<file path="src/dc302_data_pkg.sv">
/*
 * DC302 data chip, datapath definitions.
 * Word and register-select widths, flag word and ALU result types.
 */

package dc302_data_pkg;

   localparam int word_w    = 16;   // datapath width
   localparam int reg_count = 16;   // register file depth
   localparam int reg_sel_w = 4;    // register select width

   typedef logic [word_w-1:0]    word_t;
   typedef logic [reg_sel_w-1:0] reg_sel_t;

   // processor status flags, n in the top bit
   typedef struct packed
   {
      logic n;    // negative
      logic z;    // zero
      logic v;    // signed overflow
      logic c;    // carry or borrow
   } flags_t;

   typedef struct packed
   {
      word_t result;     // before the byte swap
      logic  carry;      // carry, borrow or shifted-out bit
      logic  overflow;   // signed overflow of the function
   } alu_out_t;

endpackage

</file>
<file path="src/dc302_micro_pkg.sv">
/*
 * DC302 data chip, microinstruction definitions.
 * Function codes, both field layouts of the micro word, latched control.
 */

package dc302_micro_pkg;

   localparam logic form_reg   = 1'b1;   // m[15] of the register form
   localparam int   br_sel_hi  = 10;     // branch condition select, m[10:8]
   localparam int   br_sel_lo  = 8;

   typedef enum logic [2:0]
   {
      mov    = 3'd0,
      add    = 3'd1,
      sub    = 3'd2,
      and_op = 3'd3,
      bic    = 3'd4,
      bis    = 3'd5,
      xor_op = 3'd6,
      asr    = 3'd7
   } alu_func_t;

   typedef struct packed
   {
      logic                     form;      // 1 here
      alu_func_t                func;
      logic                     bus_in;    // result from input bus
      logic                     swap;      // byte swap on write
      logic                     flag_wr;
      logic                     cin;       // add takes the stored carry
      dc302_data_pkg::reg_sel_t sb;
      dc302_data_pkg::reg_sel_t sa;
   } micro_reg_t;

   typedef struct packed
   {
      logic                     form;      // 0 here
      alu_func_t                func;
      logic [3:0]               k_lo;      // constant low nibble
      logic [3:0]               k_hi;      // constant high nibble
      dc302_data_pkg::reg_sel_t sa;
   } micro_const_t;

   // the micro word reads two ways, chosen by the form bit
   typedef union packed
   {
      micro_reg_t   r;
      micro_const_t k;
   } micro_word_t;

   typedef struct packed
   {
      alu_func_t func;
      logic      bus_in;
      logic      swap;
      logic      flag_wr;
      logic      cin;
   } micro_ctrl_t;

endpackage

</file>
<file path="src/micro_decoder.sv">
/*
 * Microinstruction field decoder.
 * Register selects and constant are combinational, control is latched at pin_mce_p.
 */

module micro_decoder
(
   input  logic                         pin_clk,
   input  logic                         arst_n,
   input  logic                         pin_mce_p,
   input  dc302_micro_pkg::micro_word_t m,
   output dc302_data_pkg::reg_sel_t     sa,
   output dc302_data_pkg::reg_sel_t     sb,
   output logic                         b_const,
   output dc302_data_pkg::word_t        const_word,
   output dc302_micro_pkg::micro_ctrl_t ctrl
);

   logic                         is_const;
   dc302_micro_pkg::micro_ctrl_t ctrl_nxt;

   assign is_const   = (m.r.form != dc302_micro_pkg::form_reg);
   assign sa         = m.r.sa;                          // same place in both forms
   assign sb         = m.r.sb;                          // don't care for constants
   assign b_const    = is_const;
   assign const_word = {8'h00, m.k.k_hi, m.k.k_lo};     // nibbles arrive swapped

   always_comb
   begin
      if (is_const)
      begin
         ctrl_nxt.func    = m.k.func;
         ctrl_nxt.bus_in  = 1'b0;
         ctrl_nxt.swap    = 1'b0;
         ctrl_nxt.flag_wr = 1'b1;                       // constant ops always set flags
         ctrl_nxt.cin     = 1'b0;
      end
      else
      begin
         ctrl_nxt.func    = m.r.func;
         ctrl_nxt.bus_in  = m.r.bus_in;
         ctrl_nxt.swap    = m.r.swap;
         ctrl_nxt.flag_wr = m.r.flag_wr;
         ctrl_nxt.cin     = m.r.cin;
      end
   end

   // held for the write stage after pin_m moves on
   always_ff @(posedge pin_clk or negedge arst_n)
   begin
      if (!arst_n)
         ctrl <= '0;
      else if (pin_mce_p)
         ctrl <= ctrl_nxt;
   end

endmodule

</file>
<file path="src/register_file.sv">
/*
 * Sixteen-word register file.
 * Port A reads and writes, port B reads only, write at pin_mce_n.
 */

module register_file
(
   input  logic                     pin_clk,
   input  logic                     arst_n,
   input  logic                     pin_mce_n,
   input  dc302_data_pkg::reg_sel_t sa,
   input  dc302_data_pkg::reg_sel_t sb,
   input  dc302_data_pkg::word_t    wd,
   output dc302_data_pkg::word_t    pa,
   output dc302_data_pkg::word_t    pb
);

   dc302_data_pkg::word_t regs [dc302_data_pkg::reg_count];

   assign pa = regs[sa];   // combinational read ports
   assign pb = regs[sb];

   always_ff @(posedge pin_clk or negedge arst_n)
   begin
      if (!arst_n)
      begin
         for (int i = 0; i < dc302_data_pkg::reg_count; i++)
         begin
            regs[i] <= '0;
         end
      end
      else if (pin_mce_n)
      begin
         regs[sa] <= wd;   // sa still held from pin_m
      end
   end

endmodule

</file>
<file path="src/operand_latch.sv">
/*
 * A and B operand registers, loaded at pin_mce_p.
 * B takes either register port B or the microinstruction constant.
 */

module operand_latch
(
   input  logic                  pin_clk,
   input  logic                  arst_n,
   input  logic                  pin_mce_p,
   input  dc302_data_pkg::word_t pa,
   input  dc302_data_pkg::word_t pb,
   input  logic                  b_const,
   input  dc302_data_pkg::word_t const_word,
   output dc302_data_pkg::word_t a,
   output dc302_data_pkg::word_t b
);

   always_ff @(posedge pin_clk or negedge arst_n)
   begin
      if (!arst_n)
      begin
         a <= '0;
         b <= '0;
      end
      else if (pin_mce_p)
      begin
         a <= pa;
         b <= b_const ? const_word : pb;   // constant form overrides port B
      end
   end

endmodule

</file>
<file path="src/function_unit.sv">
/*
 * ALU with nibble look-ahead carry, input bus select and byte swap.
 * Purely combinational between the operand latch and write-back.
 */

module function_unit
(
   input  dc302_micro_pkg::micro_ctrl_t ctrl,
   input  dc302_data_pkg::word_t        a,
   input  dc302_data_pkg::word_t        b,
   input  logic                         cin_flag,
   input  dc302_data_pkg::word_t        adi,
   output dc302_data_pkg::alu_out_t     alu,
   output dc302_data_pkg::word_t        wd
);

   dc302_data_pkg::word_t g;     // carry generate
   dc302_data_pkg::word_t p;     // propagate, the plain result for logic ops
   logic                  c0;    // carry into bit 0
   logic [16:0]           c;     // carry into each bit, c[16] is carry out
   dc302_data_pkg::word_t res;

   always_comb
   begin
      g  = '0;
      c0 = 1'b0;
      case (ctrl.func)
         dc302_micro_pkg::add:
         begin
            g  = a & b;
            p  = a ^ b;
            c0 = ctrl.cin & cin_flag;
         end
         dc302_micro_pkg::sub:
         begin
            g  = a & ~b;                  // a + ~b + 1
            p  = a ^ ~b;
            c0 = 1'b1;
         end
         dc302_micro_pkg::and_op: p = a & b;
         dc302_micro_pkg::bic:    p = a & ~b;
         dc302_micro_pkg::bis:    p = a | b;
         dc302_micro_pkg::xor_op: p = a ^ b;
         dc302_micro_pkg::asr:    p = {b[15], b[15:1]};
         default:                 p = b;  // mov
      endcase
   end

   // carries resolved four bits at a time
   always_comb
   begin
      c[0] = c0;
      for (int nb = 0; nb < dc302_data_pkg::word_w; nb += 4)
      begin
         c[nb+1] = g[nb] | p[nb] & c[nb];
         c[nb+2] = g[nb+1] | p[nb+1] & g[nb] | p[nb+1] & p[nb] & c[nb];
         c[nb+3] = g[nb+2] | p[nb+2] & g[nb+1] | p[nb+2] & p[nb+1] & g[nb]
                 | p[nb+2] & p[nb+1] & p[nb] & c[nb];
         c[nb+4] = g[nb+3] | p[nb+3] & g[nb+2] | p[nb+3] & p[nb+2] & g[nb+1]
                 | p[nb+3] & p[nb+2] & p[nb+1] & g[nb]
                 | p[nb+3] & p[nb+2] & p[nb+1] & p[nb] & c[nb];
      end
   end

   assign res = ctrl.bus_in ? adi : (p ^ c[15:0]);

   always_comb
   begin
      alu.result   = res;
      alu.carry    = c[16];                   // zero for logic ops
      alu.overflow = c[15] ^ c[16];
      if (ctrl.func == dc302_micro_pkg::sub)
         alu.carry = ~c[16];                  // borrow
      else if (ctrl.func == dc302_micro_pkg::asr)
      begin
         alu.carry    = b[0];                 // bit shifted out
         alu.overflow = res[15] ^ b[0];
      end
   end

   assign wd = ctrl.swap ? {res[7:0], res[15:8]} : res;

endmodule

</file>
<file path="src/status_register.sv">
/*
 * N, Z, V, C flag update and storage, plus the microbranch condition.
 * Flags load at pin_mce_n when the latched control asks for it.
 */

module status_register
(
   input  logic                         pin_clk,
   input  logic                         arst_n,
   input  logic                         pin_mce_n,
   input  dc302_micro_pkg::micro_ctrl_t ctrl,
   input  dc302_data_pkg::alu_out_t     alu,
   input  dc302_micro_pkg::micro_word_t m,
   output dc302_data_pkg::flags_t       flags,
   output logic                         mbra
);

   dc302_data_pkg::flags_t flags_nxt;
   logic [2:0]             br_sel;
   logic                   cond;

   always_comb
   begin
      flags_nxt.n = alu.result[dc302_data_pkg::word_w-1];
      flags_nxt.z = (alu.result == '0);
      flags_nxt.v = 1'b0;
      flags_nxt.c = flags.c;                  // kept by logic, mov and bus input
      if (!ctrl.bus_in)
      begin
         case (ctrl.func)
            dc302_micro_pkg::add, dc302_micro_pkg::sub, dc302_micro_pkg::asr:
            begin
               flags_nxt.v = alu.overflow;
               flags_nxt.c = alu.carry;
            end
            default: ;
         endcase
      end
   end

   always_ff @(posedge pin_clk or negedge arst_n)
   begin
      if (!arst_n)
         flags <= '0;
      else if (pin_mce_n && ctrl.flag_wr)
         flags <= flags_nxt;
   end

   // condition from live pin_m over the stored flags
   assign br_sel = m[dc302_micro_pkg::br_sel_hi:dc302_micro_pkg::br_sel_lo];

   always_comb
   begin
      case (br_sel[1:0])
         2'd0:    cond = flags.n;
         2'd1:    cond = flags.z;
         2'd2:    cond = flags.c;
         default: cond = flags.v;
      endcase
   end

   assign mbra = cond ^ br_sel[2];            // upper half inverts

endmodule

</file>
<file path="src/dc302.sv">
/*
 * DC302 data chip, reduced microcoded 16-bit datapath.
 * Two-phase operation on the master strobes pin_mce_p and pin_mce_n.
 */

module dc302
(
   input  logic                         pin_clk,
   input  logic                         arst_n,
   input  logic                         pin_mce_p,   // operand phase
   input  logic                         pin_mce_n,   // write-back phase
   input  dc302_micro_pkg::micro_word_t pin_m,
   input  dc302_data_pkg::word_t        pin_adi,
   output dc302_data_pkg::word_t        pin_ado,     // latched A operand
   output dc302_data_pkg::flags_t       pin_psw,
   output logic                         pin_mbra
);

   dc302_data_pkg::reg_sel_t     sa;
   dc302_data_pkg::reg_sel_t     sb;
   logic                         b_const;
   dc302_data_pkg::word_t        const_word;
   dc302_micro_pkg::micro_ctrl_t ctrl;
   dc302_data_pkg::word_t        pa;
   dc302_data_pkg::word_t        pb;
   dc302_data_pkg::word_t        b;
   dc302_data_pkg::alu_out_t     alu;
   dc302_data_pkg::word_t        wd;

   micro_decoder u_decoder
   (
      .pin_clk    (pin_clk),
      .arst_n     (arst_n),
      .pin_mce_p  (pin_mce_p),
      .m          (pin_m),
      .sa         (sa),
      .sb         (sb),
      .b_const    (b_const),
      .const_word (const_word),
      .ctrl       (ctrl)
   );

   register_file u_regs
   (
      .pin_clk   (pin_clk),
      .arst_n    (arst_n),
      .pin_mce_n (pin_mce_n),
      .sa        (sa),
      .sb        (sb),
      .wd        (wd),
      .pa        (pa),
      .pb        (pb)
   );

   operand_latch u_operands
   (
      .pin_clk    (pin_clk),
      .arst_n     (arst_n),
      .pin_mce_p  (pin_mce_p),
      .pa         (pa),
      .pb         (pb),
      .b_const    (b_const),
      .const_word (const_word),
      .a          (pin_ado),
      .b          (b)
   );

   function_unit u_alu
   (
      .ctrl     (ctrl),
      .a        (pin_ado),
      .b        (b),
      .cin_flag (pin_psw.c),
      .adi      (pin_adi),
      .alu      (alu),
      .wd       (wd)
   );

   status_register u_status
   (
      .pin_clk   (pin_clk),
      .arst_n    (arst_n),
      .pin_mce_n (pin_mce_n),
      .ctrl      (ctrl),
      .alu       (alu),
      .m         (pin_m),
      .flags     (pin_psw),
      .mbra      (pin_mbra)
   );

endmodule

</file>
<file path="config.mk">
export PLATFORM = sky130hd
export DESIGN_NAME = dc302
export DESIGN_NICKNAME = d
export VERILOG_FILES = /design/src/dc302_data_pkg.sv /design/src/dc302_micro_pkg.sv /design/src/micro_decoder.sv /design/src/register_file.sv /design/src/operand_latch.sv /design/src/function_unit.sv /design/src/status_register.sv /design/src/dc302.sv
export SDC_FILE = /design/constraint.sdc
export NUM_CORES = 1
export LEC_CHECK = 0
export ABC_AREA = 1
export BUFFER_PORTS_ARGS = -buffer_cell sky130_fd_sc_hd__buf_4
export CAP_MARGIN = 40
export CELL_PAD_IN_SITES_DETAIL_PLACEMENT = 1
export CELL_PAD_IN_SITES_GLOBAL_PLACEMENT = 1
export CORE_MARGIN = 2
export CORE_UTILIZATION = 42
export DETAILED_ROUTE_END_ITERATION = 10
export HOLD_SLACK_MARGIN = 0.1
export PLACE_DENSITY_LB_ADDON = 0.08
export SKIP_CTS_REPAIR_TIMING = 1
export SLEW_MARGIN = 15
export SYNTH_ARGS = -nofsm -noshare
export SYNTH_HDL_FRONTEND = slang
export SYNTH_SLANG_ARGS = --single-unit
export TNS_END_PERCENT = 10
</file>
<file path="constraint.sdc">
create_clock -name pin_clk -period 2.8 [get_ports pin_clk]
set_input_delay 0.42 -clock pin_clk [delete_from_list [all_inputs] [get_ports pin_clk]]
set_output_delay 0.42 -clock pin_clk [all_outputs]
set_load 0.02 [all_outputs]
</file>
==> results by group <==
Synthesis
  – Async S/R FF share, synth: 100%
  – Gate Count Post-Synth: 2380
  – Syn Nets: 2420
  – Warnings, synthesis: 0
  – Sequential element share of the synthesized area: 42.4%
  – Unique cell type count in the Yosys netlist: 48
  – Synthesized cell area: 17700 um^2
  – Number of synthesized flops with an enable pin: 0
  – Avg Cell Area, Syn: 7.42 um^2
  – Main synth FF type: dfrtp_1
  – Flops & latches, synth: 299

Critical path
  – CP startpoint: u_decoder.ctrl[4]$_DFFE_PN0P_
  – Worst endpoint required time: 3.21 ns
  – Most used cell, CP: nand2_1
  – Levels on crit path: 19
  – CP max stage cell: dfrtp_2
  – Reg2reg start: u_decoder.ctrl[4]$_DFFE_PN0P_
  – Reg2reg path depth: 19
  – CP startpoint kind: flop
  – Setup CP Type: reg2reg
  – Worst-path fanout max: 16
  – CP top delay family: simple AND/OR/NAND/NOR gates
  – Crit end category: flop
  – CP max stage delay: 0.47 ns
  – FF-to-FF setup slack: -0.44 ns
  – WP data arrival: 3.66 ns
  – Worst path cell trace: buf_6 > inv_6 > nand3_4 > nand2_8 > nand2_1 > nand3_1 > nand2_2 > nand3_1 > nand2_1 > nand2_1 > nand3_2 > buf_4 > buf_4 > ha_1 > nand2_1 > nand2_1 > o21ai_0 > buf_12 > o21ai_0
  – CP bufs+invs: 5
  – Worst r2r dst: u_regs.regs[228]$_DFFE_PN0P_
  – CP endpoint: u_regs.regs[228]$_DFFE_PN0P_

Run status
  – Status: finished with violations
  – Violated checks: negative setup slack

Global route
  – Largest net degree at the start of global routing: 79
  – Global-route wire length before repair: 121 mm
  – Initial antenna violation count: 1
  – Overflow after GRT: 0
  – GR Util All Layers: 36.5%
  – Vias in the first global route: 19948

Power and ir drop
  – Psw: 6.49 mW
  – Pleak: 10.2 nW
  – Clock share of power: 28.9%
  – Pwr/cell area: 771 nW/um^2
  – Seq pwr share: 37.6%
  – Switching share of power: 37.4%
  – Power Internal: 10.8 mW
  – Worst vdd ir: 0.528 mV
  – Comb power frac: 33.5%
  – Final total power: 17.3 mW

Finish
  – Layout cell share with drive strength beyond 1: 21.9%
  – Most frequent cells in the layout: nand2_1 (474), o21ai_0 (302), dfrtp_1 (295), buf_4 (275), inv_1 (199)
  – Fillers: 5134
  – Area growth, synth to finish: 27.2%
  – Finished Layout Cells: 3154
  – Post-layout util: 53.8%
  – Finished Cell Area: 22500 um^2
  – Nets: 2626
  – Commonest non-fill, non-tap cell in the layout: nand2_1

Route
  – Drt pass-1 iters: 5
  – DRC Markers: 0
  – Vias per inst: 6.09
  – WL per Instance: 25.5 um
  – DR iter-0 viols: 1496
  – Antenna-violating nets left: 0
  – Vias: 19214
  – Post-Route WL: 80.5 mm

Placement
  – Count of input and output buffers: 56
  – Placed Area: 20400 um^2
  – Number of instances in the placed design: 3063
  – Worst Setup Slack post-DPL: -0.560 ns
  – RePlAce Congestion: 0.905
  – Final HPWL DP: 55.0 mm

Timing
  – Final-report setup violation count: 260
  – Fmax: 308 MHz
  – Slew @ Worst Pin: 1.11 ns
  – Tmin final: 3.24 ns
  – Worst hold slack: 0.0968 ns
  – Final WS setup: -0.442 ns
  – Max Slew Vio Count: 0
  – RSZ-0062 raised after global routing: true
  – Period utilisation layout: 116%
  – Rel. slew slack: 25.8%
  – Setup TNS Final: -76.58 ns
  – Final Hold Fails: 0
  – Final clock skew: 0.0231 ns

Floorplan
  – Cell Rows: 75
  – Initial Util: 42.3%
  – Core box area: 41800 um^2
  – Die Ht: 209 um
  – Total Die Area: 43700 um^2
  – Die Span X: 209 um
  – Boundary Pins: 57

Clock network
  – Clk sinks: 299
  – Clk_lat worst skew: 0.57 ns
  – H-Tree Depth: 2
  – CTS clk-pin slew, worst paths: 0.06 ns
  – CTS root buffer: clkbuf_16
  – Deepest clock path buffer count: 3
  – CTS tree: yes
  – Inserted Clock Buffers: 38

Run
  – Max-cap violation count: 0

Hold path
  – Hold crit path type: in2reg
[registers in the layout, summed over array words and instances (netlist names)]
signal,flops
u_decoder.ctrl,7
u_operands.a,16
u_operands.b,16
u_regs.regs,256
u_status.flags,4
[power groups by stage]
stage	Combinational [mW]	Sequential (mW)	Clock (mW)
final	5.81	6.51	5.01
after global routing	6.37	6.66	5.24
after CTS	5.33	6.47	5.07
after detailed placement	5.27	6.52	0
after global placement	5.07	6.44	0
after floorplan	3.06	6.28	0
[how the worst min path moves through the flow]
stage,start,to,cells after the start
floorplan,arst_n,u_decoder.ctrl[0]$_DFFE_PN0P_,0
global placement,u_regs.regs[81]$_DFFE_PN0P_,u_regs.regs[81]$_DFFE_PN0P_,2
detailed placement,u_regs.regs[22]$_DFFE_PN0P_,u_regs.regs[22]$_DFFE_PN0P_,2
CTS,arst_n,u_regs.regs[143]$_DFFE_PN0P_,1
global route,pin_m[11],u_decoder.ctrl[3]$_DFFE_PN0P_,3
finish,pin_m[14],u_decoder.ctrl[6]$_DFFE_PN0P_,3
[layout make-up]
cell class                      instances  area, um^2  area share (%)
Inverter                              218         851            3.79
Tap cell                              539         674            3.00
Sequential cell                       299        7490            33.3
Multi-Input combinational cell       1698        9180            40.9
Clock inverter                         11         131           0.585
Clock buffer                           57        1130            5.05
Antenna cell                            1        2.50          0.0111
Timing Repair Buffer                  331        3010            13.4
[Yosys cell counts (3+ instances only)]
| cell type | n | area share, % |
|---|---|---|
| nand2_1 | 502 | 11 |
| o21ai_0 | 337 | 9.6 |
| dfrtp_1 | 299 | 42 |
| inv_1 | 205 | 4.4 |
| nand3_1 | 191 | 5.4 |
| nor2_1 | 181 | 3.8 |
| clkbuf_1 | 125 | 2.7 |
| a21oi_1 | 121 | 3.4 |
| o211ai_1 | 76 | 3.2 |
| a22oi_1 | 69 | 2.9 |
| o21ai_1 | 33 | 0.94 |
| o21ai_2 | 31 | 1.5 |
| o221ai_1 | 19 | 0.94 |
| a41oi_1 | 16 | 0.79 |
| o22ai_1 | 16 | 0.57 |
| o311ai_0 | 16 | 0.79 |
| buf_2 | 13 | 0.37 |
| nand2_2 | 13 | 0.46 |
| buf_1 | 12 | 0.26 |
| o32ai_1 | 11 | 0.55 |
| buf_4 | 9 | 0.38 |
| a211oi_1 | 7 | 0.30 |
| buf_6 | 7 | 0.45 |
| inv_2 | 7 | 0.15 |
| nand3_2 | 7 | 0.40 |
| a31oi_1 | 6 | 0.21 |
| clkinv_1 | 6 | 0.13 |
| nor2_2 | 5 | 0.18 |
| nor3_1 | 5 | 0.14 |
| ha_1 | 4 | 0.28 |
| nand3_4 | 4 | 0.40 |
| nand4_1 | 4 | 0.14 |
| nand3b_1 | 3 | 0.13 |
[worst min-delay path, cell delays in order]
cell and delay [ns]:
buf_4 0.08, nand2_1 0.05, o21ai_0 0.08
[cell families after synthesis]
family          after synthesis  share of synthesized area (%)
flops                       299                           42.4
fa+ha+maj                     4                          0.283
mux                           2                          0.113
xor+xnor                      1                         0.0496
simple gates                921                           22.1
buf+inv                     384                           8.74
compound gates              769                           26.4
[metal layers]
layer / vias up / track usage, % / routed length, um
li1: 8601 / - / -
met1: 9622 / 46.0 / 32500
met2: 751 / 60.1 / 38000
met3: 240 / 6.82 / 5590
met4: 0 / 18.2 / 4350
met5: - / 0 / 0
Note: power is estimated with default switching activity, not from simulation.
